===== src/l1_pkg.sv =====
package l1_pkg;

    // Address and data geometry
    localparam int ADDR_W         = 16;
    localparam int DATA_W         = 32;
    localparam int WORDS_PER_LINE = 4;
    localparam int LINE_W         = 128;
    localparam int WAYS           = 2;
    localparam int SETS           = 16;
    localparam int OFFSET_W       = 4;
    localparam int WORD_SEL_W     = 2;
    localparam int SET_W          = 4;
    localparam int TAG_W          = ADDR_W - SET_W - OFFSET_W;
    localparam int WAY_W          = 1;

    // Controller FSM encoding
    localparam int STATE_W      = 3;
    localparam int ST_IDLE      = 0;
    localparam int ST_LOOKUP    = 1;
    localparam int ST_RESPOND   = 2;
    localparam int ST_WB_REQ    = 3;
    localparam int ST_FILL_REQ  = 4;
    localparam int ST_FILL_WAIT = 5;

    // One line seen as a bus word or as four port words with word 0 in the low bits
    typedef union packed {
        logic [LINE_W-1:0]                     flat;
        logic [WORDS_PER_LINE-1:0][DATA_W-1:0] words;
    } line_u;

    function automatic logic [TAG_W-1:0] addr_tag(input logic [ADDR_W-1:0] addr);
        return addr[ADDR_W-1 -: TAG_W];
    endfunction

    function automatic logic [SET_W-1:0] addr_set(input logic [ADDR_W-1:0] addr);
        return addr[OFFSET_W +: SET_W];
    endfunction

    function automatic logic [WORD_SEL_W-1:0] addr_word(input logic [ADDR_W-1:0] addr);
        return addr[OFFSET_W-1 -: WORD_SEL_W];
    endfunction

    function automatic logic [ADDR_W-1:0] line_addr(input logic [TAG_W-1:0] tag,
                                                    input logic [SET_W-1:0] set);
        return {tag, set, {OFFSET_W{1'b0}}};
    endfunction

endpackage


===== src/l1_ctrl.sv =====
`timescale 1ns/1ns

module l1_ctrl (
    input  logic                        clk_i,
    input  logic                        rstn_i,

    input  logic                        req_valid_i,
    input  logic                        req_write_i,
    input  logic [l1_pkg::ADDR_W-1:0]   req_addr_i,
    input  logic [l1_pkg::DATA_W-1:0]   req_wdata_i,
    output logic                        req_ready_o,
    output logic                        rsp_valid_o,
    output logic [l1_pkg::DATA_W-1:0]   rsp_rdata_o,
    input  logic                        rsp_ready_i,

    output logic                        bus_req_valid_o,
    output logic                        bus_req_write_o,
    output logic [l1_pkg::ADDR_W-1:0]   bus_req_addr_o,
    output l1_pkg::line_u               bus_req_line_o,
    input  logic                        bus_req_ready_i,
    input  logic                        bus_rsp_valid_i,
    input  l1_pkg::line_u               bus_rsp_line_i,
    output logic                        bus_rsp_ready_o,

    // Tag store results for the set of lookup_addr_o
    input  logic                        hit_i,
    input  logic [l1_pkg::WAY_W-1:0]    hit_way_i,
    input  logic [l1_pkg::WAY_W-1:0]    victim_way_i,
    input  logic                        victim_dirty_i,
    input  logic [l1_pkg::TAG_W-1:0]    victim_tag_i,
    input  l1_pkg::line_u               rd_line_i,

    output logic [l1_pkg::ADDR_W-1:0]   lookup_addr_o,
    output logic                        tag_fill_o,
    output logic                        tag_dirty_o,
    output logic [l1_pkg::WAY_W-1:0]    way_o,
    output logic                        word_wr_o,
    output logic [l1_pkg::DATA_W-1:0]   word_data_o,
    output logic                        line_fill_o,
    output l1_pkg::line_u               fill_line_o
);

    logic [l1_pkg::STATE_W-1:0] state_q;

    // Accepted request
    logic                       req_write_q;
    logic [l1_pkg::ADDR_W-1:0]  req_addr_q;
    logic [l1_pkg::DATA_W-1:0]  req_wdata_q;
    logic [l1_pkg::WAY_W-1:0]   way_q;

    logic                       rsp_valid_q;
    logic [l1_pkg::DATA_W-1:0]  rsp_rdata_q;

    logic                       bus_valid_q;
    logic                       bus_write_q;
    logic [l1_pkg::ADDR_W-1:0]  bus_addr_q;
    l1_pkg::line_u              bus_line_q;

    logic                       in_lookup;
    logic                       write_hit;
    logic                       fill_done;
    logic [l1_pkg::ADDR_W-1:0]  req_line_addr;

    assign in_lookup     = state_q == l1_pkg::STATE_W'(l1_pkg::ST_LOOKUP);
    assign write_hit     = in_lookup && hit_i && req_write_q;
    assign req_line_addr = l1_pkg::line_addr(l1_pkg::addr_tag(req_addr_q),
                                             l1_pkg::addr_set(req_addr_q));

    assign req_ready_o     = state_q == l1_pkg::STATE_W'(l1_pkg::ST_IDLE);
    assign rsp_valid_o     = rsp_valid_q;
    assign rsp_rdata_o     = rsp_rdata_q;
    assign bus_req_valid_o = bus_valid_q;
    assign bus_req_write_o = bus_write_q;
    assign bus_req_addr_o  = bus_addr_q;
    assign bus_req_line_o  = bus_line_q;
    assign bus_rsp_ready_o = state_q == l1_pkg::STATE_W'(l1_pkg::ST_FILL_WAIT);
    assign fill_done       = bus_rsp_valid_i && bus_rsp_ready_o;

    assign lookup_addr_o = req_addr_q;
    assign word_data_o   = req_wdata_q;
    assign word_wr_o     = write_hit;
    assign tag_dirty_o   = write_hit;
    assign tag_fill_o    = fill_done;
    assign line_fill_o   = fill_done;
    assign fill_line_o   = bus_rsp_line_i;

    // In lookup the victim way is read so a dirty line can go straight to the bus
    always_comb begin
        way_o = way_q;
        if (in_lookup) begin
            way_o = hit_i ? hit_way_i : victim_way_i;
        end
    end

    always_ff @(posedge clk_i) begin
        if (!rstn_i) begin
            state_q     <= l1_pkg::STATE_W'(l1_pkg::ST_IDLE);
            rsp_valid_q <= 1'b0;
            bus_valid_q <= 1'b0;
        end else begin
            case (state_q)
                l1_pkg::STATE_W'(l1_pkg::ST_IDLE): begin
                    if (req_valid_i && req_ready_o) begin
                        req_write_q <= req_write_i;
                        req_addr_q  <= req_addr_i;
                        req_wdata_q <= req_wdata_i;
                        state_q     <= l1_pkg::STATE_W'(l1_pkg::ST_LOOKUP);
                    end
                end
                l1_pkg::STATE_W'(l1_pkg::ST_LOOKUP): begin
                    if (hit_i) begin
                        if (req_write_q) begin
                            state_q <= l1_pkg::STATE_W'(l1_pkg::ST_IDLE);
                        end else begin
                            rsp_valid_q <= 1'b1;
                            rsp_rdata_q <= rd_line_i.words[l1_pkg::addr_word(req_addr_q)];
                            state_q     <= l1_pkg::STATE_W'(l1_pkg::ST_RESPOND);
                        end
                    end else begin
                        way_q       <= victim_way_i;
                        bus_valid_q <= 1'b1;
                        if (victim_dirty_i) begin
                            bus_write_q <= 1'b1;
                            bus_addr_q  <= l1_pkg::line_addr(victim_tag_i,
                                                             l1_pkg::addr_set(req_addr_q));
                            bus_line_q  <= rd_line_i;
                            state_q     <= l1_pkg::STATE_W'(l1_pkg::ST_WB_REQ);
                        end else begin
                            bus_write_q <= 1'b0;
                            bus_addr_q  <= req_line_addr;
                            state_q     <= l1_pkg::STATE_W'(l1_pkg::ST_FILL_REQ);
                        end
                    end
                end
                l1_pkg::STATE_W'(l1_pkg::ST_RESPOND): begin
                    if (rsp_ready_i) begin
                        rsp_valid_q <= 1'b0;
                        state_q     <= l1_pkg::STATE_W'(l1_pkg::ST_IDLE);
                    end
                end
                l1_pkg::STATE_W'(l1_pkg::ST_WB_REQ): begin
                    // Refill read follows the taken write-back without a gap
                    if (bus_req_ready_i) begin
                        bus_write_q <= 1'b0;
                        bus_addr_q  <= req_line_addr;
                        state_q     <= l1_pkg::STATE_W'(l1_pkg::ST_FILL_REQ);
                    end
                end
                l1_pkg::STATE_W'(l1_pkg::ST_FILL_REQ): begin
                    if (bus_req_ready_i) begin
                        bus_valid_q <= 1'b0;
                        state_q     <= l1_pkg::STATE_W'(l1_pkg::ST_FILL_WAIT);
                    end
                end
                l1_pkg::STATE_W'(l1_pkg::ST_FILL_WAIT): begin
                    // Repeat the lookup which now hits the filled way
                    if (fill_done) begin
                        state_q <= l1_pkg::STATE_W'(l1_pkg::ST_LOOKUP);
                    end
                end
                default: begin
                    state_q <= l1_pkg::STATE_W'(l1_pkg::ST_IDLE);
                end
            endcase
        end
    end

    a_rsp_stable: assert property (@(posedge clk_i) disable iff (!rstn_i)
        rsp_valid_o && !rsp_ready_i |=> rsp_valid_o && $stable(rsp_rdata_o));

    a_bus_req_hold: assert property (@(posedge clk_i) disable iff (!rstn_i)
        bus_req_valid_o && !bus_req_ready_i |=> bus_req_valid_o && $stable(bus_req_addr_o));

endmodule


===== config.mk =====
export PLATFORM = sky130hd
export DESIGN_NAME = l1_ctrl
export DESIGN_NICKNAME = d
export VERILOG_FILES = /design/src/l1_pkg.sv /design/src/l1_ctrl.sv
export SDC_FILE = /design/constraint.sdc
export NUM_CORES = 1
export LEC_CHECK = 0
export BUFFER_PORTS_ARGS = -buffer_cell sky130_fd_sc_hd__buf_2
export CAP_MARGIN = 20
export CORE_AREA = 2 2 267 269
export DETAILED_ROUTE_END_ITERATION = 7
export DIE_AREA = 0 0 269 271
export PLACE_DENSITY = 0.42
export SYNTH_ARGS = -nofsm -noshare
export SYNTH_HDL_FRONTEND = slang
export SYNTH_SLANG_ARGS = --single-unit
export TNS_END_PERCENT = 10

===== constraint.sdc =====
create_clock -name clk_i -period 8.86 [get_ports clk_i]
set_clock_uncertainty 0.1 [all_clocks]
set_input_delay 1.772 -clock clk_i [delete_from_list [all_inputs] [get_ports clk_i]]
set_output_delay 1.772 -clock clk_i [all_outputs]
set_load 0.01 [all_outputs]

== After elaboration in Yosys (flattened, before gate mapping) ==
Index checks and enable logic that the tools add are counted.
Word-level totals
  bits in registers: 232
  memories kept: 0
  output and inout bits: 362
  input bits: 323
  RAM bits: 0
  ROM bits: 0
  bits in latches: 0
Cells by class
  reductions and logical operators: 16
  bitwise operators: 2
  multipliers: 0
  mux-type cells: 27
  equal/unequal tests: 13
  div/mod/pow operators: 0
  add/subtract/negate cells: 0
  shift operators: 0
  $lt $le $gt $ge: 1
Operator list (number)
  $bmux 32 s2: 1
  $mux 16: 3
  $mux 32: 1
  $pmux 16 s2: 1
  $mux 3: 7
  $pmux 3 s6: 1
  $reduce_and 4->1: 4
  $ne 2x2->1 const B: 6
  $mux 1: 9
  $reduce_and 3->1: 3
  $eq 3x2->1 const B: 2
  $eq 3x3->1 const B: 2
  $pmux 1 s2: 3
  $reduce_bool 2->1: 3
  $reduce_and 5->1: 1
  $logic_and 1x1->1: 4
  $ne 2x1->1 const B: 2
  $eq 3x1->1 const B: 1
  $logic_not 3->1: 1
  $lt 2x3->1 const B: 1
  $mux 2: 1
  $not 1->1: 2

== Longest topological paths before layout ==
Gate-level depths: netlist of run 1.
  word-level depth: 4
  mapped depth: 4
  gate-level depth less buffers: 3

== Least setup slack after synthesis of run 1 ==
Ideal clock, no wire load.
  path kind: input to register
  from: input port hit_i
  to: register bus_line_q, in the netlist bus_req_line_o[0] (enable)
  path slack: 0.904 ns
  stages: 2
  required time: 8.144 ns
  arrival: 7.240 ns
  path buffers: 0
  path through: nand2b_1 > nor2_1
On the way
  cells in the longest elaborated chain, start to end: 2
RTL lines
  start, declared: line l1_ctrl.sv:26  | input logic hit_i,
  $not 1->1 (no line)
  $reduce_and 4->1 (no line)
  end signal, assigned: line l1_ctrl.sv:126  | bus_line_q <= rd_line_i;
  end, declared: line l1_ctrl.sv:57  | l1_pkg::line_u bus_line_q;
No other way between the ends.
A chain may end at the register's enable or synchronous reset.

== Final worst setup path of run 1 ==
  from: input port hit_i
  to: output port tag_dirty_o
On the way
  cells in the longest elaborated chain, start to end: 2
RTL lines
  $logic_and 1x1->1 (2 in a row): line l1_ctrl.sv:65  | assign write_hit = in_lookup && hit_i && req_write_q;
  end, declared: line l1_ctrl.sv:35  | output logic tag_dirty_o,
No other way between the ends.

==> results of run 1 <==
==> logic make-up (layout without fill, tap and decap cells) <==
kind of cell,count (synthesis),after routing,share of synthesized area (%)
flip-flops,228,228,75.00
buffers and inverters,147,484,12.47
multiplexers,44,44,9.499
AND/OR/NAND/NOR,27,27,1.961
AO/OA/AOI/OAI,13,13,1.035
other,1,6,0.04138
==> flip-flops by register name, summed over array words and instances (netlist names) <==
signal and count:
word_data_o 32, bus_req_line_o 128, rsp_rdata_o 32, bus_req_valid_o 1
req_write_q 1, rsp_valid_o 1, bus_req_addr_o 12, state_q 3
way_q 1, lookup_addr_o 16, bus_req_write_o 1
==> per-layer routing <==
| layer | up-vias | part of all wire [%] |
|---|---|---|
| met5 | - | 0.15 |
| li1 | 2268 | - |
| met4 | 8 | 6.8 |
| met1 | 2534 | 33 |
| met3 | 110 | 15 |
| met2 | 447 | 44 |
==> critical path, cell delays in order <==
cell and delay [ns]:
sky130_fd_sc_hd__buf_2 0.25, sky130_fd_sc_hd__and3_1 0.34, sky130_fd_sc_hd__buf_2 0.18
==> synthesized netlist by cell type, types with 2 or more instances <==
cell	instances
sky130_fd_sc_hd__o221a_2	2
sky130_fd_sc_hd__nor3_1	2
sky130_fd_sc_hd__dfxtp_1	5
sky130_fd_sc_hd__inv_1	2
sky130_fd_sc_hd__buf_4	136
sky130_fd_sc_hd__buf_2	3
sky130_fd_sc_hd__and2b_1	2
sky130_fd_sc_hd__buf_12	3
sky130_fd_sc_hd__nand2_1	6
sky130_fd_sc_hd__buf_6	2
sky130_fd_sc_hd__mux4_1	2
sky130_fd_sc_hd__mux4_2	30
sky130_fd_sc_hd__and3_1	4
sky130_fd_sc_hd__nor2_1	6
sky130_fd_sc_hd__a21oi_1	2
sky130_fd_sc_hd__edfxtp_1	223
sky130_fd_sc_hd__o31ai_1	2
sky130_fd_sc_hd__mux2i_1	2
sky130_fd_sc_hd__mux2_2	10
==> cell usage in the layout, fill, tap and decap left out, drive strengths merged, types with 4 or more instances in the layout <==
| cell | synthesis | final |
|---|---|---|
| clkbuf | 1 | 32 |
| mux4 | 32 | 32 |
| clkinv | 0 | 13 |
| mux2 | 10 | 10 |
| nand2 | 7 | 7 |
| buf | 144 | 430 |
| and3 | 4 | 4 |
| conb | 1 | 4 |
| bufinv | 0 | 5 |
| nor2 | 6 | 6 |
| edfxtp | 223 | 223 |
| dfxtp | 5 | 5 |
==> worst max-delay path by stage <==
stage	cells past startpoint	start	slack (ns)	endpoint
6_report	3	hit_i	4.44	tag_dirty_o
4_1_cts	3	hit_i	4.45	tag_dirty_o
5_1_grt	3	hit_i	4.38	tag_dirty_o
2_1_floorplan	2	hit_i	0.90	bus_req_line_o[0]$_DFFE_PP_
3_5_place_dp	5	hit_i	4.40	bus_req_line_o[112]$_DFFE_PP_
3_3_place_gp	3	hit_i	4.45	word_wr_o
==> metrics by stage <==
stage	hold slack [ns]	setup slack, ns
after detailed placement	0.3441	4.398
final	0.3611	4.443
after global routing	0.3889	4.382
after floorplan	0.3990	0.9040
after CTS	0.3599	4.446
after global placement	0.3392	4.451
==> power breakdown <==
part	switching, uW	total, uW	internal, uW
Clock	478	1210	727
Combinational	89.6	169	79.0
Sequential	12.8	1230	1220
Total	580	2610	2030
==> cell type report <==
type,count,area share [%]
flip-flops and latches,228,55.31
repair buffers,430,17.64
clock inverters,20,2.098
well taps,940,9.571
clock buffers,32,5.824
diodes,2,0.04073
multi-input cells,88,9.459
inverters,2,0.06109
==> results.json, run 1 <==
{
  "die_w_um": 269,
  "rr_endpoint": "bus_req_line_o[1]$_DFFE_PP_",
  "slew_viol_final": 0,
  "finalHoldViolations": 0,
  "worst_hold_path.num_cells": 0,
  "synth_top_area_share_pct": 73.89,
  "post-cts-setup-buffers": 0,
  "core.rowCount": 97,
  "met2_usage_pct": 12.52,
  "area_delta_synth_final_pct": 35.59,
  "groute.layer.met1.usage_pct": 7.650,
  "largest_net_degree_at_the_start_of_global_routing": 71,
  "num_vias": 5367,
  "fin_area_mm2": 0.01229,
  "worstReg2RegStart": "state_q[0]$_SDFFE_PN0P_",
  "placed_cell_area_mm2": 0.01131,
  "grt_antenna_before_repair": 7,
  "globalplace.congestion": 0.7460,
  "area_of_the_multi_input_gates_mm2": 0.001162,
  "grt_first_pass_wirelength_um": 40630,
  "regToRegSetupSlack_ns": 5.30,
  "total_leakage_power_uw": 0.004661,
  "initial_core_util_pct": 12.99,
  "clk_path_buf_depth": 3,
  "max-cap-violations": 0,
  "final.period_utilization_pct": 49.85,
  "die_h_um": 271,
  "routed_wl_um": 30160,
  "path_max_fanout": 11,
  "clk-insertion-delay-late_ns": 0.59,
  "setup_viol_count_final": 0,
  "synth_cells": 460,
  "minimum_clock_period_after_layout_ns": 4.417,
  "design.core.area_mm2": 0.06979,
  "avgSynthCellArea_um2": 19.70,
  "post_route_cells_drive_above_1_share_pct": 65.25,
  "dieArea_mm2": 0.07290,
  "max_clock_freq_mhz": 226.4,
  "worst-endpoint-required_ns": 6.99,
  "detailed_place_hpwl_um": 23500,
  "synth_top_cells_by_area": "sky130_fd_sc_hd__edfxtp_1 74%, sky130_fd_sc_hd__buf_4 11%, sky130_fd_sc_hd__mux4_2 7.5%",
  "buffer_ports.inserted": 424,
  "routed_via_density": 3.081,
  "cts_made_buffers": 28,
  "layout.cells.non_filler": 1742,
  "iter_0_drt_violations": 321,
  "cell_area_power_density_mw_per_mm2": 212.1,
  "post-synth-top-area-cell": "sky130_fd_sc_hd__edfxtp_1",
  "ir_worst_vdd_mv": 0.1437,
  "grt-busiest-layer": "met2",
  "resized_cells_post_cts": 0,
  "drt-pass1-iter-count": 4,
  "synthesis.area_mm2": 0.009062,
  "clk_transition_reported_paths_ns": 0.06,
  "cp_data_arrival_time_ns": 2.54,
  "ys_dominant_reg_cell": "sky130_fd_sc_hd__edfxtp_1",
  "outcome": "finished clean",
  "max-slew-margin-rel_pct": 35.20,
  "worst-setup-path-type": "primary input to output pin",
  "regArea_mm2": 0.006797,
  "synth_enable_flop_cells": 223,
  "drc_errors": 0,
  "synth_seq_cells": 228,
  "use_met3_pct": 4.250,
  "cts_tree": "done",
  "ff2ff_path_depth": 5,
  "numClockSinks": 228,
  "first_global_vias": 5701,
  "global_route.overflow_total": 0,
  "groute.usage.overall_pct": 7.729,
  "timing_worst_slew_pin_value_ns": 0.9720,
  "post_cts_hold_buffer_count": 0,
  "setup_tns_ns": 0,
  "h-tree-depth": 1,
  "proportion_of_register_bits_with_asynchronous_set_or_reset_after_synthesis_pct": 0,
  "fillers": 7609,
  "cts.root.buffer_cell": "sky130_fd_sc_hd__clkbuf_16",
  "wl_per_cell_um": 17.31,
  "setup.worst_path.end_class": "output pin",
  "placed_cells": 1688,
  "final_util_pct": 17.61,
  "rsz_0062_raised_after_global_routing": "no",
  "min-delay-start": "lookup_addr_o[6]$_DFFE_PP_",
  "seq_area_frac_synth_pct": 75.00,
  "finalPower_uw": 2606,
  "synth.yosys.warnings": 0,
  "antenna_violating_nets_post_route": 0,
  "yosysUniqueCellTypes": 35,
  "total_number_of_nets_in_the_final_design": 1101,
  "pin_count": 685,
  "worst_min_delay_path_endpoint": "bus_req_addr_o[6]$_DFFE_PP_",
  "worstSetupStartpointType": "primary input",
  "hold_class": "flop to flop"
}
Note: power is estimated with default switching activity, not from simulation.
==> run 2: changes to the inputs <==
==> constraint.sdc (replaced) <==
create_clock -name clk_i -period 4.2 [get_ports clk_i]
set_clock_uncertainty 0.1 [all_clocks]
set_input_delay 0.84 -clock clk_i [delete_from_list [all_inputs] [get_ports clk_i]]
set_output_delay 0.84 -clock clk_i [all_outputs]
set_load 0.01 [all_outputs]
==> run 2 against run 1 <==
- sequential power rose by 110%
- die area unchanged
- setup slack worse by 3.1 ns
- core utilization increased by 0.14 points
- critical endpoint is now word_wr_o
==> results.json, run 2 (synthesis results as in run 1) <==
{
  "resized_cells_post_cts": 0,
  "die_w_um": 269,
  "slew_viol_final": 0,
  "worst-setup-path-type": "flop to output pin",
  "pin_count": 685,
  "ir_worst_vdd_mv": 0.2989,
  "timing_worst_slew_pin_value_ns": 1.023,
  "route.met2.wl_um": 15190,
  "antenna_violating_nets_post_route": 0,
  "post_cts_hold_buffer_count": 0,
  "max-cap-violations": 0,
  "cp_data_arrival_time_ns": 1.90,
  "final.period_utilization_pct": 67.62,
  "critPathMaxStageDelay_ns": 0.60,
  "final_util_pct": 17.75,
  "cts_made_buffers": 28,
  "wl_per_cell_um": 18.37,
  "die_h_um": 271,
  "worst_path_max_delay_cell": "sky130_fd_sc_hd__dfxtp_1",
  "detailed_place_hpwl_um": 25980,
  "crit_family": "flip-flops",
  "groute.usage.overall_pct": 8.187,
  "most-common-layout-cells": "424 x sky130_fd_sc_hd__buf_2, 223 x sky130_fd_sc_hd__edfxtp_1, 30 x sky130_fd_sc_hd__mux4_2, 28 x sky130_fd_sc_hd__clkbuf_16, 15 x sky130_fd_sc_hd__buf_4",
  "worst-endpoint-required_ns": 3.26,
  "max_clock_freq_mhz": 352.1,
  "finalHoldViolations": 0,
  "fin_worst_hold_slack_ns": 0.3298,
  "area_delta_synth_final_pct": 36.66,
  "post-cts-setup-buffers": 0,
  "iter_0_drt_violations": 323,
  "outcome": "finished clean",
  "dieArea_mm2": 0.07290,
  "grt_antenna_before_repair": 9,
  "layout.cells.most_common": "sky130_fd_sc_hd__buf_2",
  "setup_tns_ns": 0,
  "globalplace.congestion": 0.7453,
  "global_route.overflow_total": 0,
  "rsz_0062_raised_after_global_routing": "no",
  "h-tree-depth": 1,
  "largest_register_ffs": 128,
  "first_global_vias": 5688,
  "design.core.area_mm2": 0.06979,
  "wirelength_met1_um": 11120,
  "cell_area_power_density_mw_per_mm2": 444.2,
  "dr_wl_met3_um": 4323,
  "maxUsedRoutingLayer": "met5",
  "clk_transition_reported_paths_ns": 0.06,
  "drc_errors": 0,
  "initial_core_util_pct": 12.99,
  "total_leakage_power_uw": 0.004709,
  "largest_net_degree_at_the_start_of_global_routing": 51,
  "cp.buffers_inverters": 1,
  "worstSetupStartpointType": "flop",
  "path_cells": "nor3b_4 > and3_1 > buf_2",
  "minimum_clock_period_after_layout_ns": 2.840,
  "setup.worst_path.end_class": "output pin",
  "fillers": 7605,
  "setup_viol_count_final": 0,
  "hold_class": "primary input to flop",
  "routed_wl_um": 32200,
  "max-slew-margin-rel_pct": 31.81,
  "cts.root.buffer_cell": "sky130_fd_sc_hd__clkbuf_16",
  "path_max_fanout": 12,
  "num_vias": 5375,
  "drt-pass1-iter-count": 4,
  "numClockSinks": 228,
  "cts_tree": "done",
  "buffer_ports.inserted": 424,
  "routed_via_density": 3.066,
  "clk-insertion-delay-late_ns": 0.58,
  "post-route-worst-setup-slack_ns": 1.360,
  "post_route_cells_drive_above_1_share_pct": 64.98,
  "total_number_of_nets_in_the_final_design": 1112,
  "core.rowCount": 97,
  "pre_cts_ws_ns": 1.461,
  "grt_first_pass_wirelength_um": 42050,
  "clk_path_buf_depth": 3
}
[run 2: changes by cell type in the layout (fill, tap and decap cells not counted), sizes merged]
cell / previous run / this run
buf: 430 / 441
clkbuf: 32 / 33
clkinv: 13 / 12
[run 2: through the flow]
step	std cells	instance area, um^2	total power (uW)
after global routing	1751	12380	5730
after global placement	1699	11420	3038
after CTS	1751	12380	5636
after detailed placement	1699	11420	3038
after floorplan	463	9081	2929
final	1753	12380	5501
[run 2: worst paths after layout]
path                                                 start                           end  slack [ns]  cells after the start
worst max-delay path               state_q[0]$_SDFFE_PN0P_                     word_wr_o        1.36                      3
worst min-delay path                           req_write_i         req_write_q$_DFFE_PP_        0.33                      1
worst min register to register  lookup_addr_o[5]$_DFFE_PP_   bus_req_addr_o[5]$_DFFE_PP_        0.36                      0
worst max register to register     state_q[0]$_SDFFE_PN0P_  bus_req_line_o[64]$_DFFE_PP_        1.57                      4
[run 2: routing by layer]
layer	GRT usage, %	up-vias
li1	-	2287
met1	8.431	2547
met2	13.93	438
met3	3.932	97
met4	3.787	6
met5	0	-
[run 2: final cells by class]
type                            count  area [um^2]  share of cell area (%)
Tap cell                          940         1176                   9.497
Inverter                            2        7.507                 0.06062
Antenna cell                        2        5.005                 0.04041
Sequential cell                   228         6797                   54.88
Clock inverter                     19        242.7                   1.960
Timing Repair Buffer              441         2275                   18.37
Clock buffer                       33        719.4                   5.809
Multi-Input combinational cell     88         1162                   9.386
[run 2: power breakdown]
group	internal [uW]	leakage, uW	switching [uW]
sequential	2570	0.00207	31.9
combinational	173	0.00219	195
clock	1530	0.000455	997
