==> config.mk <==
export PLATFORM = sky130hd
export DESIGN_NAME = l1_tag_store
export DESIGN_NICKNAME = d
export VERILOG_FILES = /design/src/l1_pkg.sv /design/src/l1_tag_store.sv
export SDC_FILE = /design/constraint.sdc
export NUM_CORES = 1
export LEC_CHECK = 0
export BUFFER_PORTS_ARGS = -buffer_cell sky130_fd_sc_hd__buf_2
export CAP_MARGIN = 20
export CORE_MARGIN = 2
export CORE_UTILIZATION = 56
export DETAILED_ROUTE_END_ITERATION = 8
export PLACE_DENSITY = 0.75
export SYNTH_ARGS = -nofsm -noshare
export SYNTH_HDL_FRONTEND = slang
export SYNTH_SLANG_ARGS = --single-unit
==> constraint.sdc <==
create_clock -name clk_i -period 4.52 [get_ports clk_i]
set_input_delay 1.356 -clock clk_i [delete_from_list [all_inputs] [get_ports clk_i]]
set_output_delay 1.356 -clock clk_i [all_outputs]
set_load 0.005 [all_outputs]
==> src/l1_pkg.sv <==
package l1_pkg;

    // Address and data geometry
    localparam int ADDR_W         = 16;
    localparam int DATA_W         = 32;
    localparam int WORDS_PER_LINE = 4;
    localparam int LINE_W         = 128;
    localparam int WAYS           = 2;
    localparam int SETS           = 16;
    localparam int OFFSET_W       = 4;
    localparam int WORD_SEL_W     = 2;
    localparam int SET_W          = 4;
    localparam int TAG_W          = ADDR_W - SET_W - OFFSET_W;
    localparam int WAY_W          = 1;

    // Controller FSM encoding
    localparam int STATE_W      = 3;
    localparam int ST_IDLE      = 0;
    localparam int ST_LOOKUP    = 1;
    localparam int ST_RESPOND   = 2;
    localparam int ST_WB_REQ    = 3;
    localparam int ST_FILL_REQ  = 4;
    localparam int ST_FILL_WAIT = 5;

    // One line seen as a bus word or as four port words with word 0 in the low bits
    typedef union packed {
        logic [LINE_W-1:0]                     flat;
        logic [WORDS_PER_LINE-1:0][DATA_W-1:0] words;
    } line_u;

    function automatic logic [TAG_W-1:0] addr_tag(input logic [ADDR_W-1:0] addr);
        return addr[ADDR_W-1 -: TAG_W];
    endfunction

    function automatic logic [SET_W-1:0] addr_set(input logic [ADDR_W-1:0] addr);
        return addr[OFFSET_W +: SET_W];
    endfunction

    function automatic logic [WORD_SEL_W-1:0] addr_word(input logic [ADDR_W-1:0] addr);
        return addr[OFFSET_W-1 -: WORD_SEL_W];
    endfunction

    function automatic logic [ADDR_W-1:0] line_addr(input logic [TAG_W-1:0] tag,
                                                    input logic [SET_W-1:0] set);
        return {tag, set, {OFFSET_W{1'b0}}};
    endfunction

endpackage

==> src/l1_tag_store.sv <==
`timescale 1ns/1ns

module l1_tag_store (
    input  logic                        clk_i,
    input  logic                        rstn_i,
    input  logic [l1_pkg::ADDR_W-1:0]   lookup_addr_i,
    input  logic                        fill_i,
    input  logic                        dirty_i,
    input  logic [l1_pkg::WAY_W-1:0]    way_i,
    output logic                        hit_o,
    output logic [l1_pkg::WAY_W-1:0]    hit_way_o,
    output logic [l1_pkg::WAY_W-1:0]    victim_way_o,
    output logic                        victim_dirty_o,
    output logic [l1_pkg::TAG_W-1:0]    victim_tag_o
);

    logic [l1_pkg::WAYS-1:0]   valid_q [l1_pkg::SETS];
    logic [l1_pkg::WAYS-1:0]   dirty_q [l1_pkg::SETS];
    logic [l1_pkg::TAG_W-1:0]  tag_q   [l1_pkg::SETS][l1_pkg::WAYS];
    logic [l1_pkg::WAY_W-1:0]  rr_q    [l1_pkg::SETS];

    logic [l1_pkg::SET_W-1:0]  set;
    logic [l1_pkg::TAG_W-1:0]  tag;
    logic [l1_pkg::WAYS-1:0]   hit_vec;

    assign set = l1_pkg::addr_set(lookup_addr_i);
    assign tag = l1_pkg::addr_tag(lookup_addr_i);

    always_comb begin
        hit_way_o = '0;
        for (int w = 0; w < l1_pkg::WAYS; w++) begin
            hit_vec[w] = valid_q[set][w] && (tag_q[set][w] == tag);
            if (hit_vec[w]) begin
                hit_way_o = l1_pkg::WAY_W'(w);
            end
        end
    end

    assign hit_o = |hit_vec;

    // Lowest invalid way first and the round-robin pointer once the set is full
    always_comb begin
        victim_way_o = rr_q[set];
        for (int w = l1_pkg::WAYS - 1; w >= 0; w--) begin
            if (!valid_q[set][w]) begin
                victim_way_o = l1_pkg::WAY_W'(w);
            end
        end
    end

    assign victim_dirty_o = dirty_q[set][victim_way_o];
    assign victim_tag_o   = tag_q[set][victim_way_o];

    always_ff @(posedge clk_i) begin
        if (!rstn_i) begin
            for (int s = 0; s < l1_pkg::SETS; s++) begin
                valid_q[s] <= '0;
                dirty_q[s] <= '0;
                rr_q[s]    <= '0;
            end
        end else if (fill_i) begin
            valid_q[set][way_i] <= 1'b1;
            dirty_q[set][way_i] <= 1'b0;
            rr_q[set]           <= way_i + l1_pkg::WAY_W'(1);
        end else if (dirty_i) begin
            dirty_q[set][way_i] <= 1'b1;
        end
    end

    always_ff @(posedge clk_i) begin
        if (fill_i) begin
            tag_q[set][way_i] <= tag;
        end
    end

    a_one_hit: assert property (@(posedge clk_i) disable iff (!rstn_i) $onehot0(hit_vec));

endmodule

# Word level (Yosys, flattened, before mapping)
# Memory sizes are Yosys's and may differ from the RTL's.
# Index checks and enable logic that the tools add are counted.
[word_totals]
ff_bits = 0
mem_count = 4
ramBits = 336
[memory_table]
columns = ["memory", "depth", "width", "rd", "rd_ports_with_merged_regs", "write_ports", "line_no", "text"]
rows = [
  ["tag_q", 16, 16, 1, 0, 1, "l1_tag_store.sv:19", "logic [l1_pkg::TAG_W-1:0] tag_q [l1_pkg::SETS][l1_pkg::WAYS];"],
  ["dirty_q", 16, 2, 1, 0, 16, "l1_tag_store.sv:18", "logic [l1_pkg::WAYS-1:0] dirty_q [l1_pkg::SETS];"],
  ["valid_q", 16, 2, 1, 0, 16, "l1_tag_store.sv:17", "logic [l1_pkg::WAYS-1:0] valid_q [l1_pkg::SETS];"],
  ["rr_q", 16, 1, 1, 0, 16, "l1_tag_store.sv:20", "logic [l1_pkg::WAY_W-1:0] rr_q [l1_pkg::SETS];"],
]
[classes]
muxes = 33
add_sub_neg = 1
n_lt_le_gt_ge = 6
n_bitwise = 4
reduce_logical = 8
eq_ne = 2
[ops]
columns = ["operator", "count"]
rows = [
  ["$mux 8", 4],
  ["$mux 1", 17],
  ["$eq 8x8->1", 2],
  ["$mux 16", 1],
  ["$mux 2", 6],
  ["$mux 4", 3],
  ["$demux 8 s1", 1],
  ["$reduce_or 2->1", 3],
  ["$ge 2x2->1 const B", 2],
  ["$logic_and 1x1->1", 4],
  ["$lt 1x2->1 const B", 2],
  ["$not 1->2", 2],
  ["$lt 2x1->1 const B", 1],
  ["$or 1x1->1", 2],
  ["$add 1x1->1 const B", 1],
  ["$demux 1 s1", 1],
  ["$ge 1x1->1 const B", 1],
  ["$reduce_or 1->1", 1],
]

# Longest topological paths before layout
# Gate-level depths: netlist (run 1).
[logic_depth]
depth_word = 8
ltp_mapped = 11
mapped_depth_nobuf = 7

# Worst setup path before layout (run 1)
# No wires, ideal clock.
[synth_timing]
path_kind = "input to output"
start = "in lookup_addr_i[4] (netlist name)"
end = "out victim_dirty_o"
cell_stages = 7
path_buffers = 2
t_arrival_ps = 3211
setup_slack_ps = -47
cell_sequence = "buf_6 > buf_6 > mux4_1 > mux4_2 > nand2b_4 > nand2_4 > mux2_4"
[synth_via]
elab_chain_cells = 5
elab_cells_between_ends = 7
cone_classes = "mux: 4; memory: 3"
[synth_rtl]
columns = ["item", "line_no", "text"]
rows = [
  ["start, declared", "l1_tag_store.sv:6", "input logic [l1_pkg::ADDR_W-1:0] lookup_addr_i,"],
  ["$mem_v2 16x1 or $mem_v2 16x2 (tied branches)", "--", ""],
  ["$mux 1 (2 in series)", "l1_tag_store.sv:45", "if (!valid_q[set][w]) begin"],
  ["$mux 1 (not written as such) (*) (2 in series)", "l1_tag_store.sv:51", "assign victim_dirty_o = dirty_q[set][victim_way_o];"],
  ["end, declared", "l1_tag_store.sv:13", "output logic victim_dirty_o,"],
]
# Every way passes the cells marked *; elsewhere a longest branch is shown, timed or not. The select of a mux whose other input is x is not followed.

# Final worst setup path (run 1)
[layout_timing]
start = "in lookup_addr_i[5] (netlist name)"
end = "out hit_o"
[layout_via]
elab_chain_cells = 4
elab_cells_between_ends = 7
cone_classes = "eq/ne: 2; reduce/logical: 3; memory: 2"
[layout_rtl]
columns = ["item", "line_no", "text"]
rows = [
  ["$mem_v2 16x16", "--", ""],
  ["$eq 8x8->1", "l1_tag_store.sv:32", "hit_vec[w] = valid_q[set][w] && (tag_q[set][w] == tag);"],
  ["$logic_and 1x1->1", "l1_tag_store.sv:32", ""],
  ["$reduce_or 2->1 (*)", "l1_tag_store.sv:39", "assign hit_o = |hit_vec;"],
  ["end, declared", "l1_tag_store.sv:10", "output logic hit_o,"],
]
# Every way passes the cells marked *; elsewhere a longest branch is shown, timed or not.

==> impl_metrics.prom, run 1 <==
# TYPE chip_impl_metric gauge
chip_impl_info{name="clock_tree_from_tritoncts",value="built"} 1
chip_impl_info{name="crit_path_end_kind",value="primary output"} 1
chip_impl_metric{name="post-dp-hpwl",unit="um"} 20500
chip_impl_metric{name="max_cap_viol_count",unit=""} 0
chip_impl_info{name="start_kind",value="primary input"} 1
chip_impl_metric{name="place.gp.congestion",unit=""} 0.839
chip_impl_metric{name="timing.critical_path.arrival",unit="ns"} 3.55
chip_impl_metric{name="cts_made_buffers",unit=""} 31
chip_impl_metric{name="fin_nets",unit=""} 952
chip_impl_metric{name="dr_total_vias",unit=""} 8083
chip_impl_metric{name="cp_data_required_time",unit="ns"} 3.16
chip_impl_metric{name="io_pins",unit=""} 33
chip_impl_metric{name="detail_route.vias_per_cell",unit=""} 6.29
chip_impl_metric{name="finalWorstSetupSlack",unit="ns"} -0.387
chip_impl_metric{name="period_minus_slack",unit="ns"} 4.91
chip_impl_metric{name="power.density",unit="nW/um^2"} 388
chip_impl_metric{name="finalClockSkew",unit="ns"} 0
chip_impl_metric{name="post_drt_wl_per_cell",unit="um"} 25.7
chip_impl_info{name="leading_area_contributor_after_synthesis",value="sky130_fd_sc_hd__edfxtp_1"} 1
chip_impl_metric{name="power.internal",unit="mW"} 5.03
chip_impl_metric{name="min_period_over_period",unit="%"} 109
chip_impl_info{name="hold_path_class",value="flop to flop"} 1
chip_impl_metric{name="synth-edff-count",unit=""} 288
chip_impl_metric{name="first_pass_iters",unit=""} 5
chip_impl_info{name="crit_end",value="hit_o"} 1
chip_impl_metric{name="p_seq_share",unit="%"} 53.5
chip_impl_metric{name="buffer_ports.inserted",unit=""} 28
chip_impl_metric{name="cts.clk_slew.worst_paths",unit="ns"} 0.06
chip_impl_metric{name="area_growth_from_synthesis_to_layout",unit="%"} 16.9
chip_impl_metric{name="fin_tns_setup",unit="ns"} -3.70
chip_impl_metric{name="netlist.area_leader.share",unit="%"} 61.3
chip_impl_metric{name="critPathMaxStageDelay",unit="ns"} 0.52
chip_impl_metric{name="avgSynthCellArea",unit="sq um"} 17.8
chip_impl_metric{name="drtIter0Drc",unit=""} 987
chip_impl_metric{name="clockBufferDepth",unit=""} 3
chip_impl_metric{name="grt_max_degree",unit=""} 83
chip_impl_metric{name="power.share.combinational",unit="%"} 8.2
chip_impl_metric{name="tritoncts_num_sinks",unit=""} 336
chip_impl_metric{name="yosysSeqAreaShare",unit="%"} 68.1
chip_impl_metric{name="final_cells",unit=""} 1285
chip_impl_metric{name="vias_in_the_first_global_route",unit=""} 8246
chip_impl_metric{name="timing.max_slew.rel_slack",unit="%"} 48.7
chip_impl_metric{name="static_leakage",unit="nW"} 5.73
chip_impl_metric{name="finalSetupViolations",unit=""} 12
chip_impl_info{name="synth.most_common_cell",value="sky130_fd_sc_hd__edfxtp_1"} 1
chip_impl_info{name="rr_endpoint",value="rr_q[6]"} 1
chip_impl_metric{name="synthesis.yosys.warnings",unit=""} 0
chip_impl_metric{name="setup.reg_to_reg.worst_slack",unit="ns"} 3.78
chip_impl_info{name="synthTopCellsByArea",value="sky130_fd_sc_hd__edfxtp_1 61%, sky130_fd_sc_hd__mux4_2 8.3%, sky130_fd_sc_hd__dfxtp_1 6.8%"} 1
chip_impl_metric{name="clkLatencyLatePin",unit="ns"} 0.55
chip_impl_metric{name="reg2regPathDepth",unit=""} 3
chip_impl_metric{name="post-place-cells",unit=""} 1211
chip_impl_metric{name="hold_viol_final",unit=""} 0
chip_impl_metric{name="floorplan.die.width",unit="um"} 163
chip_impl_metric{name="syn_inst",unit=""} 792
chip_impl_metric{name="synthesis.area",unit="sq um"} 14100
chip_impl_info{name="r2r-start",value="rr_q[6]"} 1
chip_impl_metric{name="final_layout_size_suffix_gt1_share",unit="%"} 32.0
chip_impl_info{name="worst_setup_path_startpoint",value="lookup_addr_i[5]"} 1
chip_impl_metric{name="drt_drc_violations_left",unit=""} 0
chip_impl_metric{name="core.rowCount",unit=""} 58
chip_impl_info{name="type_of_the_worst_setup_path",value="primary input to primary output"} 1
chip_impl_metric{name="grt_first_pass_wirelength",unit="um"} 49300
chip_impl_metric{name="pwr-share-clk",unit="%"} 38.3
chip_impl_info{name="post_synth_top_cells",value="288 x sky130_fd_sc_hd__edfxtp_1, 71 x sky130_fd_sc_hd__nor2_1, 52 x sky130_fd_sc_hd__mux4_2"} 1
chip_impl_metric{name="n_antenna_cell",unit=""} 0
chip_impl_metric{name="fillerInstances",unit=""} 1582
chip_impl_metric{name="grt_antenna_before_repair",unit=""} 0
chip_impl_metric{name="core",unit="sq um"} 25000
chip_impl_metric{name="die_y",unit="um"} 163
chip_impl_metric{name="synth.distinct_cells",unit=""} 50
chip_impl_metric{name="vdd_drop_max",unit="V"} 0.000335
chip_impl_metric{name="p_sw_share",unit="%"} 21.4
chip_impl_info{name="timing.critical_path.mode_cell",value="sky130_fd_sc_hd__buf_12"} 1
chip_impl_metric{name="timing_worst_slew_pin_value",unit="ns"} 0.766
chip_impl_info{name="run_status",value="finished, violations left"} 1
chip_impl_metric{name="ant_nets",unit=""} 0
chip_impl_metric{name="drv_slew",unit=""} 0
chip_impl_metric{name="start_util",unit="%"} 56.5
chip_impl_metric{name="switch_pwr",unit="mW"} 1.37
chip_impl_metric{name="timing.critical_path.fanout_max",unit=""} 10
chip_impl_metric{name="clock_tree.htree_level_count",unit=""} 1
chip_impl_info{name="worst_path_max_delay_cell",value="sky130_fd_sc_hd__mux4_2"} 1
chip_impl_metric{name="ys_async_rst_share",unit="%"} 0
chip_impl_info{name="violations",value="setup timing"} 1
chip_impl_info{name="ys_dominant_reg_cell",value="sky130_fd_sc_hd__edfxtp_1"} 1
chip_impl_info{name="root_buffer",value="sky130_fd_sc_hd__clkbuf_16"} 1
chip_impl_metric{name="wirelength",unit="um"} 33000
chip_impl_metric{name="globalRoute.totalOverflow",unit=""} 0
chip_impl_info{name="grt_setup_unrepaired",value="yes"} 1
chip_impl_metric{name="clock.fmax",unit="MHz"} 204
chip_impl_metric{name="synth.net_count",unit=""} 813
chip_impl_metric{name="die_area",unit="sq um"} 26500
chip_impl_metric{name="grtUsageTotal",unit="%"} 25.2
chip_impl_info{name="crit_path_cell_trace",value="buf_12 -> buf_12 -> mux4_2 -> mux2i_1 -> mux2i_2 -> xor2_1 -> nor4_1 -> and3_1 -> a41o_1 -> buf_2"} 1
chip_impl_metric{name="synth-seq-cells",unit=""} 336
## layout make-up
cell class                 count  area (sq um)  share of cell area (%)
clock buffer                  36           795                    4.82
clock inverter                21           154                   0.933
inverter                      11          48.8                   0.296
multi-input combinational    397          4120                    25.0
sequential                   336          9610                    58.2
tap                          330           413                    2.50
timing repair buffer         154          1350                    8.21
## state kept, by name (all words and copies together), names as in the netlist
name and cells:
valid_q 32, rr_q 16, dirty_q 32, tag_q 256
## worst min path at each step
| stage | from | endpoint | cells past startpoint |
|---|---|---|---|
| 3_3_place_gp | valid_q[1][0] | valid_q[1][0] | 1 |
| 6_report | valid_q[15][1] | valid_q[15][1] | 1 |
| 2_1_floorplan | valid_q[13][1] | valid_q[13][1] | 1 |
| 5_1_grt | valid_q[4][1] | valid_q[4][1] | 1 |
| 3_5_place_dp | valid_q[3][0] | valid_q[3][0] | 1 |
| 4_1_cts | valid_q[1][1] | valid_q[1][1] | 1 |
## per-layer routing
metal | global-route usage [%] | vias to the layer above | share of wire, %
met5 | 0 | - | 0
met3 | 4.02 | 68 | 8.8
li1 | - | 3408 | -
met1 | 35.2 | 4143 | 39
met2 | 41.8 | 464 | 50
met4 | 7.04 | 0 | 2.4
## critical path, delay by kind of cell
family                 cells  cell delay (ns)
multiplexers               3             0.92
AND/OR/NAND/NOR            2             0.52
buffers and inverters      3             0.39
XOR/XNOR                   1             0.18
AO/OA/AOI/OAI              1             0.18
## what timing repair did
item                                    CTS  global route
hold buffers                              0             0
buffers inserted                         11             4
resized for setup                        38            18
pin swaps                                 4             4
endpoints found under the setup margin   12            12
hold endpoints to repair                  0             0
gates cloned                              2             0
## kinds of logic after synthesis
family,synth area share (%)
buffers and inverters,3.22
DFF,68.1
AOI/OAI and AO/OA,4.57
and+or+nand+nor,5.48
muxes,17.8
xor gates and xnor gates,0.869
## per-stage QoR
stage | area [sq um] | total power [mW] | hold slack [ns] | setup slack, ns | utilization [%]
floorplan | 14100 | 3.77 | 0.432 | -0.0122 | -
global placement | 15200 | 3.93 | 0.438 | -0.473 | 60.9
detailed placement | 15200 | 3.95 | 0.450 | -0.554 | 60.9
CTS | 16400 | 6.41 | 0.466 | -0.341 | 65.8
global route | 16500 | 6.57 | 0.487 | -0.439 | 66.1
finish | 16500 | 6.40 | 0.465 | -0.387 | 66.1
## layout by cell type (no fill, tap or decap), types with 5 or more instances in the layout
master,count
sky130_fd_sc_hd__clkinv_1,9
sky130_fd_sc_hd__mux4_2,61
sky130_fd_sc_hd__clkbuf_1,5
sky130_fd_sc_hd__nor2b_1,12
sky130_fd_sc_hd__xor2_1,6
sky130_fd_sc_hd__nor2_1,71
sky130_fd_sc_hd__mux4_1,26
sky130_fd_sc_hd__o21ai_0,21
sky130_fd_sc_hd__clkinv_2,7
sky130_fd_sc_hd__xnor2_1,7
sky130_fd_sc_hd__clkbuf_16,31
sky130_fd_sc_hd__o21a_1,39
sky130_fd_sc_hd__nand2_1,32
sky130_fd_sc_hd__buf_6,10
sky130_fd_sc_hd__dfxtp_1,48
sky130_fd_sc_hd__mux2i_2,10
sky130_fd_sc_hd__or3b_2,12
sky130_fd_sc_hd__buf_2,20
sky130_fd_sc_hd__inv_1,9
sky130_fd_sc_hd__a21oi_1,12
sky130_fd_sc_hd__edfxtp_1,288
sky130_fd_sc_hd__mux2i_1,18
sky130_fd_sc_hd__buf_12,13
sky130_fd_sc_hd__buf_4,108
sky130_fd_sc_hd__mux2_4,7
sky130_fd_sc_hd__a31oi_1,7
sky130_fd_sc_hd__nand3_1,15
## power by group through the flow
stage	Sequential (mW)	Combinational (mW)	Clock [mW]
after floorplan	3.49	0.280	0
after global placement	3.49	0.446	0
after detailed placement	3.49	0.459	0
after CTS	3.42	0.507	2.48
after global routing	3.43	0.556	2.59
final	3.42	0.525	2.45
(Power assumes the default switching activity.)
==> inputs of run 2 (changes only) <==
==> config.mk (replaced) <==
export PLATFORM = sky130hd
export DESIGN_NAME = l1_tag_store
export DESIGN_NICKNAME = d
export VERILOG_FILES = /design/src/l1_pkg.sv /design/src/l1_tag_store.sv
export SDC_FILE = /design/constraint.sdc
export NUM_CORES = 1
export LEC_CHECK = 0
export CAP_MARGIN = 20
export CORE_MARGIN = 2
export CORE_UTILIZATION = 68
export DETAILED_ROUTE_END_ITERATION = 8
export DONT_BUFFER_PORTS = 1
export PLACE_DENSITY = 0.84
export SYNTH_ARGS = -nofsm -noshare
export SYNTH_HDL_FRONTEND = slang
export SYNTH_SLANG_ARGS = --single-unit
==> constraint.sdc (replaced) <==
create_clock -name clk_i -period 5.9 [get_ports clk_i]
set_input_delay 1.77 -clock clk_i [delete_from_list [all_inputs] [get_ports clk_i]]
set_output_delay 1.77 -clock clk_i [all_outputs]
set_load 0.005 [all_outputs]
==> run 2 against run 1 <==
The flow now finishes without violations. Sequential share of layout area grew 4.6 points. Global-route usage rose by 4.9 points. Clock-buffer cell count grew 15. Combinational power shrank 59%. Sequential power decreased by 23%. Largest power group unchanged. Via count is 3.3% lower. Register-to-register slack gained 1.4 ns. Non-clock buffer count decreased by 133. Highest routed layer is now met5.
==> impl_metrics.prom, run 2 (same netlist as run 1, synthesis figures left out) <==
# TYPE chip_impl_metric gauge
chip_impl_info{name="grt_setup_unrepaired",value="no"} 1
chip_impl_metric{name="die_y",unit="um"} 148
chip_impl_metric{name="timing.critical_path.fanout_max",unit=""} 84
chip_impl_metric{name="die_area",unit="sq um"} 21900
chip_impl_metric{name="final.hold.worst_slack",unit="ns"} 0.461
chip_impl_metric{name="buffer_ports.inserted",unit=""} 0
chip_impl_info{name="root_buffer",value="sky130_fd_sc_hd__clkbuf_16"} 1
chip_impl_metric{name="period_minus_slack",unit="ns"} 5.83
chip_impl_metric{name="detail_route.vias_per_cell",unit=""} 7.16
chip_impl_metric{name="max_cap_viol_count",unit=""} 0
chip_impl_metric{name="cts.repair.resized",unit=""} 0
chip_impl_metric{name="clkLatencyLatePin",unit="ns"} 0.55
chip_impl_info{name="clock_tree_from_tritoncts",value="built"} 1
chip_impl_metric{name="core.rowCount",unit=""} 52
chip_impl_metric{name="final_cells",unit=""} 1092
chip_impl_metric{name="placed_instance_area",unit="sq um"} 14200
chip_impl_metric{name="post_drt_wl_per_cell",unit="um"} 29.7
chip_impl_metric{name="fillerInstances",unit=""} 1045
chip_impl_metric{name="largest_register_ffs",unit=""} 256
chip_impl_metric{name="grt_max_degree",unit=""} 85
chip_impl_metric{name="finalClockSkew",unit="ns"} 0
chip_impl_metric{name="static_leakage",unit="nW"} 5.11
chip_impl_metric{name="clock.fmax",unit="MHz"} 172
chip_impl_metric{name="wirelength",unit="um"} 32400
chip_impl_metric{name="cts.clk_slew.worst_paths",unit="ns"} 0.06
chip_impl_info{name="start_kind",value="primary input"} 1
chip_impl_info{name="r2r-start",value="rr_q[9]"} 1
chip_impl_metric{name="globalRoute.totalOverflow",unit=""} 0
chip_impl_metric{name="layout.cell_area.non_filler",unit="sq um"} 15300
chip_impl_info{name="biggestRegsByFlops",value="tag_q x256, dirty_q x32, valid_q x32"} 1
chip_impl_metric{name="clockBufferDepth",unit=""} 3
chip_impl_info{name="register_with_the_most_flip_flops",value="tag_q"} 1
chip_impl_info{name="commonest_cells_after_routing_fill_and_taps_aside",value="288 x sky130_fd_sc_hd__edfxtp_1, 71 x sky130_fd_sc_hd__nor2_1, 52 x sky130_fd_sc_hd__mux4_2, 48 x sky130_fd_sc_hd__dfxtp_1, 39 x sky130_fd_sc_hd__o21a_1"} 1
chip_impl_metric{name="fin_nets",unit=""} 819
chip_impl_metric{name="ant_nets",unit=""} 0
chip_impl_metric{name="post-dp-hpwl",unit="um"} 17900
chip_impl_info{name="final_common_cell",value="sky130_fd_sc_hd__edfxtp_1"} 1
chip_impl_metric{name="vias_in_the_first_global_route",unit=""} 7791
chip_impl_metric{name="timing.max_slew.rel_slack",unit="%"} 23.3
chip_impl_metric{name="core",unit="sq um"} 20300
chip_impl_info{name="hold_path_class",value="flop to flop"} 1
chip_impl_metric{name="post-place-cells",unit=""} 1030
chip_impl_metric{name="p_sw_share",unit="%"} 19.6
chip_impl_metric{name="grt_antenna_before_repair",unit=""} 1
chip_impl_metric{name="place.gp.congestion",unit=""} 0.826
chip_impl_metric{name="fin_tns_setup",unit="ns"} 0
chip_impl_metric{name="timing_worst_slew_pin_value",unit="ns"} 1.15
chip_impl_info{name="min_from",value="valid_q[12][1]"} 1
chip_impl_info{name="crit_path_end_kind",value="primary output"} 1
chip_impl_metric{name="min_period_over_period",unit="%"} 98.8
chip_impl_metric{name="first_pass_iters",unit=""} 5
chip_impl_metric{name="final_layout_size_suffix_gt1_share",unit="%"} 18.4
chip_impl_metric{name="cts_setup_buffers",unit=""} 0
chip_impl_metric{name="hold_path_depth",unit=""} 1
chip_impl_metric{name="cts_made_buffers",unit=""} 31
chip_impl_metric{name="switch_pwr",unit="mW"} 0.959
chip_impl_metric{name="io_pins",unit=""} 33
chip_impl_metric{name="clock_tree.htree_level_count",unit=""} 1
chip_impl_metric{name="dr_total_vias",unit=""} 7820
chip_impl_metric{name="hold_viol_final",unit=""} 0
chip_impl_info{name="run_status",value="completed"} 1
chip_impl_metric{name="grtUsageTotal",unit="%"} 30.1
chip_impl_info{name="worst_setup_path_startpoint",value="lookup_addr_i[5]"} 1
chip_impl_metric{name="start_util",unit="%"} 69.5
chip_impl_metric{name="vdd_drop_max",unit="V"} 0.000256
chip_impl_metric{name="power.share.combinational",unit="%"} 4.4
chip_impl_metric{name="power.density",unit="nW/um^2"} 320
chip_impl_info{name="type_of_the_worst_setup_path",value="primary input to primary output"} 1
chip_impl_metric{name="p_seq_share",unit="%"} 53.7
chip_impl_metric{name="reg2regPathDepth",unit=""} 3
chip_impl_metric{name="holdBufCountCts",unit=""} 0
chip_impl_metric{name="area_growth_from_synthesis_to_layout",unit="%"} 8.32
chip_impl_metric{name="n_antenna_cell",unit=""} 0
chip_impl_metric{name="drtIter0Drc",unit=""} 1000
chip_impl_metric{name="floorplan.die.width",unit="um"} 148
chip_impl_metric{name="drt_drc_violations_left",unit=""} 0
chip_impl_metric{name="finalSetupViolations",unit=""} 0
chip_impl_metric{name="tritoncts_num_sinks",unit=""} 336
chip_impl_metric{name="cp_data_required_time",unit="ns"} 4.13
chip_impl_metric{name="grt_first_pass_wirelength",unit="um"} 48200
chip_impl_metric{name="timing.critical_path.arrival",unit="ns"} 4.06
chip_impl_metric{name="drv_slew",unit=""} 0
chip_impl_metric{name="power.internal",unit="mW"} 3.93
chip_impl_metric{name="pwr-share-clk",unit="%"} 41.9
## run 2: cell count changes in the layout (fill, tap and decap cells not counted), sizes merged
cell      previous run  this run
clkinvlp             3         0
buf                154        20
clkinv              16         4
inv                 11        12
clkbuf              36        52
bufinv               2         1
## run 2: layer usage
| layer | part of all wire, % | GRT usage (%) | up-vias |
|---|---|---|---|
| li1 | - | - | 3159 |
| met1 | 36 | 41.4 | 3940 |
| met2 | 49 | 48.1 | 602 |
| met3 | 11 | 6.99 | 117 |
| met4 | 4.0 | 11.7 | 2 |
| met5 | 0.040 | 0 | - |
## run 2: power groups by stage
stage	Sequential (mW)	Clock, mW	Combinational [mW]
after global placement	2.67	0	0.196
after floorplan	2.67	0	0.213
final	2.63	2.05	0.215
after detailed placement	2.68	0	0.203
after CTS	2.63	2.04	0.212
after global routing	2.63	2.12	0.224
## run 2: area by class of cell
cell class / instances / area, sq um / area share, %
clock buffers: 51 / 1010 / 6.58
multi-input cells: 397 / 4050 / 26.5
flip-flops and latches: 336 / 9610 / 62.9
inverters: 11 / 41.3 / 0.270
well taps: 270 / 338 / 2.21
repair buffers: 21 / 186 / 1.22
clock inverters: 6 / 56.3 / 0.368
## run 2: worst paths after layout
| kind | endpoint | slack, ns |
|---|---|---|
| setup / recovery | hit_o | 0.07 |
| hold / removal | valid_q[12][1] | 0.46 |
| setup reg to reg | rr_q[9] | 5.14 |
| hold reg to reg | valid_q[12][1] | 0.46 |
## run 2: critical path: stages
cell,delay [ns]
sky130_fd_sc_hd__mux4_2,0.51
sky130_fd_sc_hd__mux2i_1,0.39
sky130_fd_sc_hd__nand2_1,0.18
sky130_fd_sc_hd__a21o_2,0.23
sky130_fd_sc_hd__a2111oi_2,0.37
sky130_fd_sc_hd__and4b_1,0.35
sky130_fd_sc_hd__a41o_1,0.17
## run 2: through the flow
stage | worst slack [ns] | total power [mW] | util (%)
detailed placement | 0.243 | 2.88 | 69.8
finish | 0.0707 | 4.89 | 75.3
global placement | 0.320 | 2.87 | 69.6
floorplan | 0.505 | 2.88 | -
CTS | 0.187 | 4.88 | 75.0
global route | 0.143 | 4.97 | 75.3
==> inputs of run 3 (changes only) <==
--- a/config.mk
+++ b/config.mk
@@ -7,10 +7,10 @@
 export LEC_CHECK = 0
 export CAP_MARGIN = 20
 export CORE_MARGIN = 2
-export CORE_UTILIZATION = 68
+export CORE_UTILIZATION = 53
 export DETAILED_ROUTE_END_ITERATION = 8
 export DONT_BUFFER_PORTS = 1
-export PLACE_DENSITY = 0.84
+export PLACE_DENSITY = 0.68
 export SYNTH_ARGS = -nofsm -noshare
 export SYNTH_HDL_FRONTEND = slang
 export SYNTH_SLANG_ARGS = --single-unit
==> run 3 against run 2 <==
The flow now finishes with violations (DRC). Sequential cell count is the same. Clock skew did not move. Clock power is 5% lower. Sequential power is essentially flat. First-iteration DRC count shrank 18%. Routed wire length shrank 6.6%. Core utilization is 17 points lower. Sequential share of layout area down 0.28 points. Register-to-register slack is essentially flat. Clock-buffer cell count is 9 lower. Critical path type unchanged.
==> impl_metrics.prom, run 3 (same netlist as run 1, synthesis figures left out) <==
# TYPE chip_impl_metric gauge
chip_impl_info{name="grt_setup_unrepaired",value="no"} 1
chip_impl_metric{name="power.density",unit="nW/um^2"} 311
chip_impl_metric{name="period_minus_slack",unit="ns"} 5.68
chip_impl_metric{name="core",unit="sq um"} 26100
chip_impl_info{name="root_buffer",value="sky130_fd_sc_hd__clkbuf_16"} 1
chip_impl_metric{name="detail_route.vias_per_cell",unit=""} 6.28
chip_impl_metric{name="post_drt_wl_per_cell",unit="um"} 26.0
chip_impl_metric{name="grt_max_degree",unit=""} 85
chip_impl_metric{name="vias_in_the_first_global_route",unit=""} 7521
chip_impl_metric{name="die_y",unit="um"} 167
chip_impl_metric{name="first_pass_iters",unit=""} 7
chip_impl_metric{name="grt_antenna_before_repair",unit=""} 1
chip_impl_metric{name="critPathMaxStageDelay",unit="ns"} 0.52
chip_impl_metric{name="static_leakage",unit="nW"} 5.12
chip_impl_metric{name="finalCoreUtilization",unit="%"} 58.8
chip_impl_metric{name="clock.fmax",unit="MHz"} 176
chip_impl_info{name="clock_tree_from_tritoncts",value="built"} 1
chip_impl_metric{name="timing.critical_path.fanout_max",unit=""} 84
chip_impl_metric{name="final_cells",unit=""} 1165
chip_impl_metric{name="die_area",unit="sq um"} 27900
chip_impl_metric{name="pwr-share-clk",unit="%"} 40.8
chip_impl_metric{name="timing_worst_slew_pin_value",unit="ns"} 1.18
chip_impl_metric{name="clockBufferDepth",unit=""} 3
chip_impl_metric{name="globalRoute.totalOverflow",unit=""} 0
chip_impl_metric{name="fillerInstances",unit=""} 1891
chip_impl_metric{name="n_antenna_cell",unit=""} 0
chip_impl_metric{name="ant_nets",unit=""} 0
chip_impl_metric{name="reg2regPathDepth",unit=""} 3
chip_impl_info{name="crit_path_cell_trace",value="mux4_2 -> mux2i_1 -> nand2_1 -> a21o_2 -> a2111oi_2 -> and4b_1 -> a41o_1"} 1
chip_impl_metric{name="multi_input_area",unit="sq um"} 4050
chip_impl_metric{name="post-place-cells",unit=""} 1100
chip_impl_metric{name="grt_first_pass_wirelength",unit="um"} 45400
chip_impl_metric{name="grtUsageTotal",unit="%"} 21.8
chip_impl_metric{name="cts.repair.resized",unit=""} 0
chip_impl_metric{name="timing.max_slew.rel_slack",unit="%"} 21.2
chip_impl_metric{name="core.rowCount",unit=""} 59
chip_impl_info{name="type_of_the_worst_setup_path",value="primary input to primary output"} 1
chip_impl_metric{name="finalSetupViolations",unit=""} 0
chip_impl_metric{name="placed_instance_area",unit="sq um"} 14300
chip_impl_metric{name="finalClockSkew",unit="ns"} 0
chip_impl_metric{name="cts_setup_buffers",unit=""} 0
chip_impl_metric{name="start_util",unit="%"} 54.0
chip_impl_metric{name="clkLatencyLatePin",unit="ns"} 0.55
chip_impl_metric{name="tritoncts_num_sinks",unit=""} 336
chip_impl_info{name="run_status",value="finished, violations left"} 1
chip_impl_metric{name="fin_tns_setup",unit="ns"} 0
chip_impl_metric{name="drtIter0Drc",unit=""} 823
chip_impl_metric{name="power.share.combinational",unit="%"} 4.4
chip_impl_metric{name="dr_total_vias",unit=""} 7318
chip_impl_info{name="register_with_the_most_flip_flops",value="tag_q"} 1
chip_impl_metric{name="drt_drc_violations_left",unit=""} 2
chip_impl_info{name="violations",value="DRC"} 1
chip_impl_metric{name="cp_data_required_time",unit="ns"} 4.13
chip_impl_metric{name="max_cap_viol_count",unit=""} 0
chip_impl_info{name="hold_path_class",value="flop to flop"} 1
chip_impl_metric{name="buffer_ports.inserted",unit=""} 0
chip_impl_metric{name="switch_pwr",unit="mW"} 0.934
chip_impl_metric{name="largest_register_ffs",unit=""} 256
chip_impl_metric{name="final_layout_size_suffix_gt1_share",unit="%"} 18.8
chip_impl_metric{name="register_area",unit="sq um"} 9610
chip_impl_metric{name="min_period_over_period",unit="%"} 96.3
chip_impl_metric{name="p_seq_share",unit="%"} 54.9
chip_impl_info{name="crit_path_end_kind",value="primary output"} 1
chip_impl_metric{name="post-dp-hpwl",unit="um"} 17800
chip_impl_metric{name="drv_slew",unit=""} 0
chip_impl_metric{name="floorplan.die.width",unit="um"} 167
chip_impl_metric{name="hold_path_depth",unit=""} 1
chip_impl_info{name="worst_path_max_delay_cell",value="sky130_fd_sc_hd__mux4_2"} 1
chip_impl_info{name="commonest_cells_after_routing_fill_and_taps_aside",value="288 x sky130_fd_sc_hd__edfxtp_1, 71 x sky130_fd_sc_hd__nor2_1, 52 x sky130_fd_sc_hd__mux4_2, 48 x sky130_fd_sc_hd__dfxtp_1, 39 x sky130_fd_sc_hd__o21a_1"} 1
chip_impl_metric{name="vdd_drop_max",unit="V"} 0.000210
chip_impl_metric{name="wirelength",unit="um"} 30200
chip_impl_metric{name="area_growth_from_synthesis_to_layout",unit="%"} 8.80
chip_impl_metric{name="io_pins",unit=""} 33
chip_impl_metric{name="p_sw_share",unit="%"} 19.6
chip_impl_metric{name="layout.cell_area.non_filler",unit="sq um"} 15400
chip_impl_metric{name="holdBufCountCts",unit=""} 0
chip_impl_metric{name="final.hold.worst_slack",unit="ns"} 0.457
chip_impl_metric{name="timing.critical_path.arrival",unit="ns"} 3.91
chip_impl_info{name="final_common_cell",value="sky130_fd_sc_hd__edfxtp_1"} 1
chip_impl_metric{name="cts_made_buffers",unit=""} 31
chip_impl_metric{name="hold_viol_final",unit=""} 0
chip_impl_info{name="biggestRegsByFlops",value="tag_q x256, dirty_q x32, valid_q x32"} 1
chip_impl_metric{name="cts.clk_slew.worst_paths",unit="ns"} 0.06
chip_impl_info{name="start_kind",value="primary input"} 1
chip_impl_metric{name="fin_nets",unit=""} 827
chip_impl_metric{name="clock_tree.htree_level_count",unit=""} 1
chip_impl_metric{name="power.internal",unit="mW"} 3.84
chip_impl_metric{name="place.gp.congestion",unit=""} 0.829
-- run 3: cell types whose count changed in the layout (fill, tap and decap cells not counted) --
cell	change
sky130_fd_sc_hd__buf_4	+6
sky130_fd_sc_hd__clkinv_2	+6
sky130_fd_sc_hd__clkbuf_8	-5
sky130_fd_sc_hd__clkbuf_16	-4
sky130_fd_sc_hd__clkinv_1	+3
sky130_fd_sc_hd__buf_6	+2
sky130_fd_sc_hd__bufinv_16	+2
sky130_fd_sc_hd__inv_4	-2
-- run 3: metal layers --
layer	global-route usage, %	wire length, um	share of wire, %
met1	31.0	12900	43
met2	35.2	14600	48
met3	4.33	2180	7.2
met4	5.78	550	1.8
met5	0	0	0
-- run 3: final timing paths --
kind | start | endpoint | slack, ns
worst max register to register | rr_q[5] | rr_q[5] | 5.14
worst max-delay path | lookup_addr_i[5] | hit_o | 0.22
worst min register to register | valid_q[6][1] | valid_q[6][1] | 0.46
worst min-delay path | valid_q[6][1] | valid_q[6][1] | 0.46
-- run 3: layout make-up --
| cell class | count | area share (%) |
|---|---|---|
| sequential | 336 | 62.6 |
| multi-input combinational | 397 | 26.4 |
| clock buffer | 42 | 5.45 |
| tap | 335 | 2.73 |
| timing repair buffer | 29 | 1.65 |
| clock inverter | 15 | 0.945 |
| inverter | 11 | 0.269 |
-- run 3: power groups by stage --
stage,Combinational (mW),Clock [mW],Sequential (mW)
floorplan,0.213,0,2.67
global placement,0.201,0,2.67
detailed placement,0.206,0,2.67
CTS,0.207,1.97,2.62
global route,0.222,2.06,2.62
finish,0.208,1.95,2.62
-- run 3: metrics by stage --
step | total power, mW | setup slack (ns)
after global routing | 4.91 | 0.161
after floorplan | 2.88 | 0.505
after detailed placement | 2.88 | 0.313
final | 4.78 | 0.217
after CTS | 4.80 | 0.301
after global placement | 2.87 | 0.299
-- run 3: critical path: cells and delay by family --
family / cells / cell delay [ns]
muxes: 2 / 0.85
AOI/OAI and AO/OA: 3 / 0.71
and+or+nand+nor: 2 / 0.50
